File: src/motorPwm_cfg.svh
`ifndef MOTORPWM_CFG_SVH
`define MOTORPWM_CFG_SVH

// width of the PWM period counter and of the wanted period length
`define PWM_LEN_WIDTH 12

// pulse sums, remainder, window accumulators and the loss total
`define POS_WIDTH 16

// commutation step index
`define STEP_WIDTH 4

// cycle counter inside one step window
`define WINDOW_WIDTH 25

// one electrical turn is split into this many commutation steps
`define STEP_COUNT 12

// the driver cannot switch cleanly below this many cycles of on-time
`define PWM_MIN_ON 256

// the loss total starts over when the sequence enters one of these steps
`define LOSS_RESET_STEP_A 0
`define LOSS_RESET_STEP_B 6

`endif

File: src/motorPwm_pkg.sv
`default_nettype none

`include "motorPwm_cfg.svh"

package motorPwm_pkg;

    // PWM period length, both the running counter and the requested value
    typedef logic [`PWM_LEN_WIDTH-1:0] pwmLen_t;

    // pulse lengths in cycles
    // also used for the remainder, the wanted and real totals and the loss
    typedef logic [`POS_WIDTH-1:0] pos_t;

    // commutation step index, counts 0 up to STEP_COUNT-1
    typedef logic [`STEP_WIDTH-1:0] step_t;

    // cycles inside one step window
    typedef logic [`WINDOW_WIDTH-1:0] window_t;

    // states of the commutation sequencer
    // Stopping holds the sequence until the current window has run out
    typedef enum logic [1:0] {
        Idle,
        Run,
        Stopping
    } seqState_t;

endpackage

`default_nettype wire

File: src/motorPwmTop.sv
`timescale 1ns/100ps
`default_nettype none

module motorPwmTop (
    input  wire logic                  clk,
    input  wire logic                  reset,
    input  wire logic                  start,
    input  wire logic                  stop,
    input  wire motorPwm_pkg::window_t windowLen,
    input  wire motorPwm_pkg::pwmLen_t pwmLenWant,
    input  wire motorPwm_pkg::pos_t    plLen,
    output wire logic                  pwm,
    output wire logic                  running,
    output wire motorPwm_pkg::step_t   step,
    output wire motorPwm_pkg::pos_t    lostCount
);

    // window end strobes from the timer
    wire logic windowLast1;
    wire logic windowLast;

    // sequencer owns the state and the step index
    stepSequencer i_stepSequencer (
        .clk        (clk),
        .reset      (reset),
        .start      (start),
        .stop       (stop),
        .windowLast (windowLast),
        .running    (running),
        .step       (step)
    );

    stepTimer i_stepTimer (
        .clk         (clk),
        .reset       (reset),
        .running     (running),
        .windowLen   (windowLen),
        .windowLast1 (windowLast1),
        .windowLast  (windowLast)
    );

    // pulse generation and loss accounting follow the step windows
    pwmGenerator i_pwmGenerator (
        .clk         (clk),
        .reset       (reset),
        .running     (running),
        .windowLast1 (windowLast1),
        .windowLast  (windowLast),
        .step        (step),
        .pwmLenWant  (pwmLenWant),
        .plLen       (plLen),
        .pwm         (pwm),
        .lostCount   (lostCount)
    );

endmodule

`default_nettype wire

File: src/pwmGenerator.sv
`timescale 1ns/100ps
`default_nettype none

`include "motorPwm_cfg.svh"

module pwmGenerator (
    input  wire logic                  clk,
    input  wire logic                  reset,
    input  wire logic                  running,
    input  wire logic                  windowLast1,
    input  wire logic                  windowLast,
    input  wire motorPwm_pkg::step_t   step,
    input  wire motorPwm_pkg::pwmLen_t pwmLenWant,
    input  wire motorPwm_pkg::pos_t    plLen,
    output logic                       pwm,
    output motorPwm_pkg::pos_t         lostCount
);

    // period counter and reload tracking
    motorPwm_pkg::pwmLen_t periodCnt;
    logic                  windowLast1Q;
    logic                  reloadNow;
    logic                  reloadQ;
    logic                  periodStart;

    // pulse building
    motorPwm_pkg::pos_t    remainder;
    motorPwm_pkg::pos_t    posSum;
    logic                  sumLoad;
    motorPwm_pkg::pos_t    pulseCnt;
    logic                  pulseOn;

    // per-window accounting
    motorPwm_pkg::pos_t    wantCnt;
    motorPwm_pkg::pos_t    realCnt;
    motorPwm_pkg::pos_t    lossDiff;
    logic                  windowLastQ;
    logic                  lossRestart;

    // the period is cut short at the window end, when it runs out, or when
    // no pulse is requested at all
    // while idle the counter just keeps loading the wanted length
    assign reloadNow = !running
                    || windowLast1Q
                    || (periodCnt == motorPwm_pkg::pwmLen_t'(1))
                    || (plLen == '0);

    always_ff @(posedge clk) begin
        if (reset) begin
            windowLast1Q <= 1'b0;
            reloadQ      <= 1'b0;
            windowLastQ  <= 1'b0;
        end else begin
            windowLast1Q <= windowLast1;
            reloadQ      <= reloadNow;
            windowLastQ  <= windowLast;
        end
    end

    always_ff @(posedge clk) begin
        if (reset) begin
            periodCnt <= '0;
        end else if (reloadNow) begin
            periodCnt <= pwmLenWant;
        end else begin
            periodCnt <= periodCnt - motorPwm_pkg::pwmLen_t'(1);
        end
    end

    // a period really begins only once the reloads have stopped
    // a run of back to back reloads gives a single start afterwards
    assign periodStart = reloadQ && !reloadNow;

    // short requests pile up in the remainder until the sum is long enough
    // to drive the switches, so no requested on-time is thrown away
    assign posSum  = remainder + plLen;
    assign sumLoad = (posSum >= motorPwm_pkg::pos_t'(`PWM_MIN_ON));

    always_ff @(posedge clk) begin
        if (reset) begin
            remainder <= '0;
        end else if (!running) begin
            remainder <= '0;
        end else if (periodStart) begin
            remainder <= sumLoad ? '0 : posSum;
        end
    end

    // the pulse may outlast the period when a large backlog is flushed
    always_ff @(posedge clk) begin
        if (reset) begin
            pulseCnt <= '0;
        end else if (!running) begin
            pulseCnt <= '0;
        end else if (periodStart && sumLoad) begin
            pulseCnt <= posSum;
        end else if (pulseOn) begin
            pulseCnt <= pulseCnt - motorPwm_pkg::pos_t'(1);
        end
    end

    assign pulseOn = (pulseCnt != '0);

    // the gate covers the single cycle in which the sequence has just
    // stopped and the counter has not yet been cleared
    assign pwm = running && pulseOn;

    // wanted versus delivered on-time inside the current window
    always_ff @(posedge clk) begin
        if (reset) begin
            wantCnt <= '0;
            realCnt <= '0;
        end else if (windowLast || !running) begin
            wantCnt <= '0;
            realCnt <= '0;
        end else begin
            if (periodStart) begin
                wantCnt <= wantCnt + plLen;
            end
            if (pwm) begin
                realCnt <= realCnt + motorPwm_pkg::pos_t'(1);
            end
        end
    end

    // the totals are cleared at windowLast, so keep the window's difference
    always_ff @(posedge clk) begin
        if (windowLast) begin
            lossDiff <= wantCnt - realCnt;
        end
    end

    // step has already moved on by the time windowLastQ is high, so the
    // restart happens when the sequence enters step 0 or step 6
    assign lossRestart = (step == motorPwm_pkg::step_t'(`LOSS_RESET_STEP_A))
                      || (step == motorPwm_pkg::step_t'(`LOSS_RESET_STEP_B));

    always_ff @(posedge clk) begin
        if (reset) begin
            lostCount <= '0;
        end else if (windowLastQ) begin
            if (lossRestart) begin
                lostCount <= lossDiff;
            end else begin
                lostCount <= lostCount + lossDiff;
            end
        end
    end

endmodule

`default_nettype wire

File: src/stepSequencer.sv
`timescale 1ns/100ps
`default_nettype none

`include "motorPwm_cfg.svh"

module stepSequencer (
    input  wire logic                clk,
    input  wire logic                reset,
    input  wire logic                start,
    input  wire logic                stop,
    input  wire logic                windowLast,
    output logic                     running,
    output motorPwm_pkg::step_t      step
);

    motorPwm_pkg::seqState_t state;
    motorPwm_pkg::seqState_t stateNext;
    logic                    stepAdvance;

    // the step moves on at every window end while running normally
    // in Stopping the last window finishes on the step it started with
    assign stepAdvance = (state == motorPwm_pkg::Run) && windowLast;

    always_comb begin
        stateNext = state;
        case (state)
            motorPwm_pkg::Idle: begin
                if (start) begin
                    stateNext = motorPwm_pkg::Run;
                end
            end
            motorPwm_pkg::Run: begin
                // stop is only noted here, the window still runs to its end
                if (stop) begin
                    stateNext = motorPwm_pkg::Stopping;
                end
            end
            motorPwm_pkg::Stopping: begin
                if (windowLast) begin
                    stateNext = motorPwm_pkg::Idle;
                end
            end
            default: begin
                stateNext = motorPwm_pkg::Idle;
            end
        endcase
    end

    always_ff @(posedge clk) begin
        if (reset) begin
            state <= motorPwm_pkg::Idle;
        end else begin
            state <= stateNext;
        end
    end

    // a fresh start always begins at step 0, whatever step the last run ended on
    always_ff @(posedge clk) begin
        if (reset) begin
            step <= '0;
        end else if ((state == motorPwm_pkg::Idle) && start) begin
            step <= '0;
        end else if (stepAdvance) begin
            if (step >= motorPwm_pkg::step_t'(`STEP_COUNT - 1)) begin
                step <= '0;
            end else begin
                step <= step + motorPwm_pkg::step_t'(1);
            end
        end
    end

    // running follows the state register directly, so it rises together
    // with step being set to 0
    assign running = (state != motorPwm_pkg::Idle);

endmodule

`default_nettype wire

File: src/stepTimer.sv
`timescale 1ns/100ps
`default_nettype none

module stepTimer (
    input  wire logic                  clk,
    input  wire logic                  reset,
    input  wire logic                  running,
    input  wire motorPwm_pkg::window_t windowLen,
    output logic                       windowLast1,
    output logic                       windowLast
);

    motorPwm_pkg::window_t windowCnt;
    motorPwm_pkg::window_t windowEnd;
    motorPwm_pkg::window_t windowEndPrev;

    // the window covers counts 0 up to windowLen-1
    assign windowEnd     = windowLen - motorPwm_pkg::window_t'(1);
    assign windowEndPrev = windowLen - motorPwm_pkg::window_t'(2);

    // the counter sits at zero whenever the sequence is idle, so the
    // first running cycle is always count 0 of a fresh window
    always_ff @(posedge clk) begin
        if (reset) begin
            windowCnt <= '0;
        end else if (!running) begin
            windowCnt <= '0;
        end else if (windowCnt >= windowEnd) begin
            // a shortened windowLen must not let the counter run away
            windowCnt <= '0;
        end else begin
            windowCnt <= windowCnt + motorPwm_pkg::window_t'(1);
        end
    end

    // windowLast1 is one cycle ahead of windowLast
    // the generator uses it to line up a period reload with the window end
    assign windowLast1 = running && (windowCnt == windowEndPrev);
    assign windowLast  = running && (windowCnt == windowEnd);

endmodule

`default_nettype wire

File: config.mk
export PLATFORM = sky130hd
export DESIGN_NAME = motorPwmTop
export DESIGN_NICKNAME = d
export VERILOG_FILES = /design/src/motorPwm_pkg.sv /design/src/motorPwmTop.sv /design/src/pwmGenerator.sv /design/src/stepSequencer.sv /design/src/stepTimer.sv
export VERILOG_INCLUDE_DIRS = /design/src
export SDC_FILE = /design/constraint.sdc
export NUM_CORES = 1
export LEC_CHECK = 0
export BUFFER_PORTS_ARGS = -buffer_cell sky130_fd_sc_hd__buf_2
export CORE_UTILIZATION = 40
export DETAILED_ROUTE_END_ITERATION = 8
export PLACE_DENSITY = 0.54
export REMOVE_ABC_BUFFERS = 1
export SETUP_SLACK_MARGIN = 0.3
export SYNTH_ARGS = -nofsm -noshare
export SYNTH_HDL_FRONTEND = slang
export SYNTH_SLANG_ARGS = --single-unit
File: constraint.sdc
create_clock -name clk -period 8.2 [get_ports clk]
set_input_delay 1.64 -clock clk [delete_from_list [all_inputs] [get_ports clk]]
set_output_delay 1.64 -clock clk [all_outputs]
set_load 0.01 [all_outputs]
==> impl_metrics.env, run 1 <==
export IMPL_final_nets=1496
export IMPL_dp_hpwl_um=18800
export IMPL_cts_sinks=142
export IMPL_p_sw_mw=0.753
export IMPL_grt_use_total_pct=19.2
export IMPL_relSlewSlack_pct=26.9
export IMPL_mostFrequentLayoutCell="nor2_1"
export IMPL_start_util_pct=40.9
export IMPL_synth_warning_count=0
export IMPL_hold_viol_final=0
export IMPL_fmax_mhz=180
export IMPL_drt_total_wl_um=24500
export IMPL_grt_antenna_before_repair=0
export IMPL_synth_edf_count=16
export IMPL_ant_nets=0
export IMPL_p_leak_nw=4.85
export IMPL_status="finished, final reports clean"
export IMPL_area_growth_pct=11.9
export IMPL_min_period_over_period_pct=67.6
export IMPL_cts_hold_buf=0
export IMPL_syn_inst=1280
export IMPL_worstMarginPinSlew_ns=1.10
export IMPL_crit_arrival_ns=5.81
export IMPL_path_max_fanout=33
export IMPL_criticalPathCategory="in2reg"
export IMPL_port_buffers=78
export IMPL_dieHeight_um=163
export IMPL_grt_pass1_vias=8254
export IMPL_drt_iter0_markers=463
export IMPL_core_area_sq_mm=0.0253
export IMPL_avgSynthCellArea_sq_um=8.08
export IMPL_vias=8767
export IMPL_slew_violations=0
export IMPL_post_cts_resized=0
export IMPL_worstSetupStartpointType="input port"
export IMPL_diodes=0
export IMPL_path_cells="buf_2 -> inv_1 -> ha_1 -> nor4b_4 -> nand3_1 -> or3_1 -> or3_1 -> nor4_1 -> xnor2_1 -> ha_1 -> nand4_1 -> nor3_1 -> nand2_1 -> nand2_1 -> buf_4 -> a2111oi_2 -> buf_4 -> nor3b_1"
export IMPL_clockRootBuffer="clkbuf_16"
export IMPL_gr_total_overflow=0
export IMPL_dpl_cell_area_sq_mm=0.0110
export IMPL_clock_latency_ns=0.42
export IMPL_synth_seq_area_share_pct=29.0
export IMPL_cts_buffer_depth=2
export IMPL_synth_area_top_cells="dfxtp_1 24%, ha_1 11%, xnor2_1 9.7%"
export IMPL_drive_above_1_share_pct=10.3
export IMPL_ys_ff_latch=142
export IMPL_avgRoutedWirePerCell_um=14.6
export IMPL_final_cell_mix="158 x nor2_1, 129 x nand2_1, 126 x dfxtp_1"
export IMPL_clkSlewWorstSetupHoldPaths_ns=0.06
export IMPL_crit_path_max_incr_delay_ns=0.45
export IMPL_synth_largest_area_cell="dfxtp_1"
export IMPL_cts_made_buffers=17
export IMPL_synth_top_area_share_pct=24.4
export IMPL_end_kind="flip-flop"
export IMPL_drt_first_pass_iters=5
export IMPL_ir_drop_mv=0.261
export IMPL_hp_class="reg2reg"
export IMPL_gp_congestion=0.850
export IMPL_ios=79
export IMPL_p_int_mw=1.45
export IMPL_cts_tree="yes"
export IMPL_setup_viol=0
export IMPL_async_flop_share_pct=0
export IMPL_finClkSkew_ns=0.0117
export IMPL_switching_share_pct=34.1
export IMPL_rsz0062_at_grt="false"
export IMPL_ys_types=68
export IMPL_dieArea_sq_mm=0.0265
export IMPL_required_ns=8.46
export IMPL_cp_top_family="simple AND/OR/NAND/NOR gates"
export IMPL_fin_setup_tns_ns=0
export IMPL_cpMaxStageDelayCell="or3_1"
export IMPL_syn_area_sq_mm=0.0103
export IMPL_p_seq_share_pct=35.6
export IMPL_placement_rows=58
export IMPL_combinationalPowerShare_pct=31.6
export IMPL_grt_pass1_wl_um=41000
export IMPL_grt_max_degree=35
export IMPL_synth_main_ff_cell="dfxtp_1"
export IMPL_crit_buf_inv=4
export IMPL_drc=0
export IMPL_p_per_area_mw_per_mm2=191
export IMPL_post_cts_buffers=0
export IMPL_die_x_um=163
export IMPL_cap_viol_max_count=0
export IMPL_clockPowerShare_pct=32.8
export IMPL_vias_per_cell=5.21
export IMPL_fin_crit_ns=5.54
export IMPL_cts_max_level=4
export IMPL_design_area_sq_mm=0.0116
## kinds of logic after synthesis
group,share of synthesized area (%)
AO/OA/AOI/OAI,15.8
adder cells (fa/ha/maj),12.3
flip-flops,29.0
multiplexers,1.55
XOR/XNOR,13.6
AND/OR/NAND/NOR,24.1
buffers and inverters,3.74
## cell type report
class                      count  area [sq um]
clock buffer                  20           468
clock inverter                12          82.6
fill                        2523         13700
inverter                      52           195
multi-input combinational   1041          6960
sequential                   142          3000
tap                          330           413
timing repair buffer          86           450
## worst paths after layout
kind                                from                           to  slack (ns)  depth (start not counted)
max                         windowLen[1]     i_stepTimer.windowCnt[0]        2.66                         18
min          i_pwmGenerator.remainder[0]  i_pwmGenerator.remainder[0]        0.47                          1
max reg2reg  i_pwmGenerator.remainder[0]   i_pwmGenerator.pulseCnt[4]        4.44                         11
min reg2reg  i_pwmGenerator.remainder[0]  i_pwmGenerator.remainder[0]        0.47                          1
## metrics by stage
step	util (%)	std cells	worst slack, ns	power (mW)	hold WS, ns
after global placement	43.6	1651	2.36	1.49	0.447
after CTS	45.8	1683	2.70	2.23	0.471
final	45.8	1683	2.66	2.21	0.471
after floorplan	-	1235	1.02	1.32	0.429
after global routing	45.8	1683	2.28	2.36	0.488
after detailed placement	43.6	1651	2.25	1.50	0.456
## synth_stat cells (all sizes together), types with 8 or more instances
master  number
edfxtp      16
and3        29
o22ai        9
a31oi       10
nand2b      10
o31ai       10
xor2        46
a211oi      27
nand3b       8
or3         20
o211ai      11
nand4       13
a21o        23
nor4        23
inv         52
nand2      129
o21ai       45
clkbuf      38
nor2       160
ha          95
dfxtp      126
nor2b       13
xnor2      114
nand3       42
o21a         9
mux2i       16
nor3        42
a21oi       71
## power groups by stage
stage	clock network (mW)	logic, mW	registers [mW]
2_1_floorplan	0	0.524	0.791
3_3_place_gp	0	0.694	0.800
6_report	0.724	0.697	0.786
4_1_cts	0.746	0.700	0.785
3_5_place_dp	0	0.698	0.800
5_1_grt	0.781	0.790	0.792
## sequential cells by signal, summed over array words and instances, names as in the netlist
name / flops
i_stepTimer.windowCnt: 25
i_pwmGenerator.lossDiff: 16
i_pwmGenerator.lostCount: 16
i_pwmGenerator.pulseCnt: 16
i_pwmGenerator.realCnt: 16
i_pwmGenerator.remainder: 16
i_pwmGenerator.wantCnt: 16
i_pwmGenerator.periodCnt: 12
i_stepSequencer.step: 4
i_stepSequencer.state: 2
i_pwmGenerator.reloadQ: 1
i_pwmGenerator.windowLast1Q: 1
i_pwmGenerator.windowLastQ: 1
## layer usage
layer	global-route usage, %	part of all wire, %	vias up
li1	-	-	4664
met3	3.28	3.0	18
met5	0	0	-
met2	30.3	44	126
met1	27.0	52	3959
met4	4.59	1.2	0
(Power assumes the default switching activity.)
==> inputs of run 2 (changes only) <==
- ABC_AREA: default -> 1
- clock period: 8.2 -> 5.1 ns (I/O delays scaled with it)
==> run 2 against run 1 <==
Cell count is 25% higher; hold slack got worse by 0.028 ns; register-to-register slack got worse by 2.0 ns; setup slack got worse by 1.5 ns; combinational power is 88% higher; first-iteration DRC count rose by 8.0%; critical path type unchanged; highest routed layer unchanged.
==> impl_metrics.env, run 2 <==
export IMPL_ys_types=47
export IMPL_hold_viol_final=0
export IMPL_finalHoldWorstSlack_ns=0.443
export IMPL_slew_violations=0
export IMPL_synthTopCellsByCount="330 x nand2_1, 211 x inv_1, 188 x nor2_1"
export IMPL_end_kind="flip-flop"
export IMPL_path_max_fanout=25
export IMPL_synth_area_top_cells="dfxtp_1 23%, nand2_1 11%, ha_1 11%"
export IMPL_p_leak_nw=5.78
export IMPL_post_cts_resized=0
export IMPL_cp_top_family="simple AND/OR/NAND/NOR gates"
export IMPL_avgRoutedWirePerCell_um=14.4
export IMPL_grt_antenna_before_repair=0
export IMPL_drt_first_pass_iters=5
export IMPL_drt_iter0_markers=500
export IMPL_finClkSkew_ns=0.00857
export IMPL_grt_use_total_pct=22.1
export IMPL_synth_compound_area_share_pct=13.3
export IMPL_cts_hold_buf=0
export IMPL_rsz0062_at_grt="false"
export IMPL_ir_drop_mv=0.238
export IMPL_vias=10591
export IMPL_synth_warning_count=0
export IMPL_worstSetupStartpointType="input port"
export IMPL_grt_pass1_vias=10136
export IMPL_synth_xor_area_share_pct=9.38
export IMPL_path_cells="buf_2 -> inv_1 -> ha_1 -> inv_1 -> nor4_1 -> nand2_1 -> nor2_1 -> xnor2_1 -> ha_1 -> nand2_1 -> inv_1 -> nand3_1 -> nor4_1 -> nand2_1 -> inv_1 -> nor2_1 -> buf_4 -> o21ai_0 -> a21oi_1"
export IMPL_final_nets=1868
export IMPL_async_flop_share_pct=0
export IMPL_min_period_over_period_pct=76.7
export IMPL_gp_congestion=0.901
export IMPL_drive_above_1_share_pct=9.91
export IMPL_grtUsageMet2_pct=36.8
export IMPL_cts_max_level=4
export IMPL_area_growth_pct=12.3
export IMPL_relSlewSlack_pct=53.6
export IMPL_crit_buf_inv=6
export IMPL_gr_total_overflow=0
export IMPL_avgSynthCellArea_sq_um=6.80
export IMPL_clkSlewWorstSetupHoldPaths_ns=0.06
export IMPL_yosysMostFrequentCell="nand2_1"
export IMPL_fmax_mhz=256
export IMPL_cap_viol_max_count=0
export IMPL_grt_use_met1_pct=29.7
export IMPL_dp_hpwl_um=24300
export IMPL_synth_largest_area_cell="dfxtp_1"
export IMPL_finalCoreUtilization_pct=46.0
export IMPL_synth_seq_area_share_pct=27.0
export IMPL_crit_path_max_incr_delay_ns=0.64
export IMPL_syn_inst=1633
export IMPL_placement_rows=60
export IMPL_cts_made_buffers=17
export IMPL_status="finished, final reports clean"
export IMPL_clockRootBuffer="clkbuf_16"
export IMPL_drt_total_wl_um=30200
export IMPL_final_cell_mix="330 x nand2_1, 211 x inv_1, 188 x nor2_1"
export IMPL_fin_crit_ns=3.91
export IMPL_ios=79
export IMPL_synth_top_family_by_area="simple AND/OR/NAND/NOR gates"
export IMPL_dpl_cell_area_sq_mm=0.0119
export IMPL_drc=0
export IMPL_yosys_area_share_simple_pct=30.4
export IMPL_cpMaxStageDelayCell="nor4_1"
export IMPL_cts_buffer_depth=2
export IMPL_die_x_um=169
export IMPL_port_buffers=78
export IMPL_grt_max_degree=57
export IMPL_crit_arrival_ns=4.27
export IMPL_fin_setup_tns_ns=0
export IMPL_grt_busiest_layer="met2"
export IMPL_clock_latency_ns=0.43
export IMPL_design_area_sq_mm=0.0125
export IMPL_ant_nets=0
export IMPL_cts_tree="yes"
export IMPL_p_per_area_mw_per_mm2=304
export IMPL_post_cts_buffers=0
export IMPL_cts_sinks=142
export IMPL_hp_class="reg2reg"
export IMPL_dieHeight_um=169
export IMPL_core_area_sq_mm=0.0271
export IMPL_setup_viol=0
export IMPL_mostFrequentLayoutCell="nand2_1"
export IMPL_syn_area_sq_mm=0.0111
export IMPL_start_util_pct=41.0
export IMPL_vias_per_cell=5.05
export IMPL_ys_ff_latch=142
export IMPL_worstMarginPinSlew_ns=0.690
export IMPL_diodes=0
export IMPL_synth_top_area_share_pct=22.7
export IMPL_dieArea_sq_mm=0.0284
export IMPL_grt_pass1_wl_um=50400
export IMPL_synth_edf_count=16
export IMPL_required_ns=5.46
export IMPL_ff2ff_setup_slack_ns=2.44
export IMPL_synthMuxAreaShare_pct=0
export IMPL_top_register="i_stepTimer.windowCnt"
export IMPL_synthAdderAreaFrac_pct=11.4
export IMPL_criticalPathCategory="in2reg"
export IMPL_largest_reg_flops=25
export IMPL_synth_main_ff_cell="dfxtp_1"
export IMPL_grt_use_met3_pct=3.41
export IMPL_crit_top_cell="inv_1"
[run 2: layout make-up]
type	instances	area [sq um]
timing repair buffer	85	443
fill	2860	14600
multi-input combinational	1249	7170
sequential	142	3000
clock inverter	11	105
tap	372	465
clock buffer	21	482
inverter	217	815
[run 2: path summary, 6_finish.rpt]
| kind | startpoint | end | cells past startpoint |
|---|---|---|---|
| setup / recovery | windowLen[0] | i_pwmGenerator.wantCnt[7] | 19 |
| hold / removal | i_pwmGenerator.remainder[8] | i_pwmGenerator.remainder[8] | 2 |
| setup reg to reg | i_pwmGenerator.periodCnt[1] | i_pwmGenerator.pulseCnt[6] | 12 |
| hold reg to reg | i_pwmGenerator.remainder[8] | i_pwmGenerator.remainder[8] | 2 |
[run 2: worst min-delay path: stages (launching register included)]
cell and delay (ns):
dfxtp_1 0.31, nand2_1 0.06, nor2_1 0.03
[run 2: logic make-up (layout without fill, tap and decap cells)]
kind of cell             after synthesis  after routing
adder cells (fa/ha/maj)               99             99
flip-flops                           142            142
AO/OA/AOI/OAI                        272            272
buffers and inverters                242            334
XOR/XNOR                             119            119
AND/OR/NAND/NOR                      759            759
[run 2: report_power, final]
| part | switching, mW | internal (mW) |
|---|---|---|
| registers | 0.0498 | 1.20 |
| logic | 0.820 | 0.487 |
| clock network | 0.507 | 0.729 |
[run 2: per-layer routing]
layer	part of all wire, %	vias up	routed length, um
met5	0	-	0
met4	1.4	0	432
met3	4.1	31	1250
met2	45	202	13700
met1	49	4805	14900
li1	-	5553	-
[run 2: through the flow]
step | power [mW] | instances | setup WS, ns
final | 3.80 | 2097 | 1.19
after global routing | 4.09 | 2097 | 0.772
after CTS | 3.84 | 2097 | 1.22
after detailed placement | 2.58 | 2065 | 0.773
after global placement | 2.57 | 2065 | 0.894
after floorplan | 2.27 | 1608 | 0.968
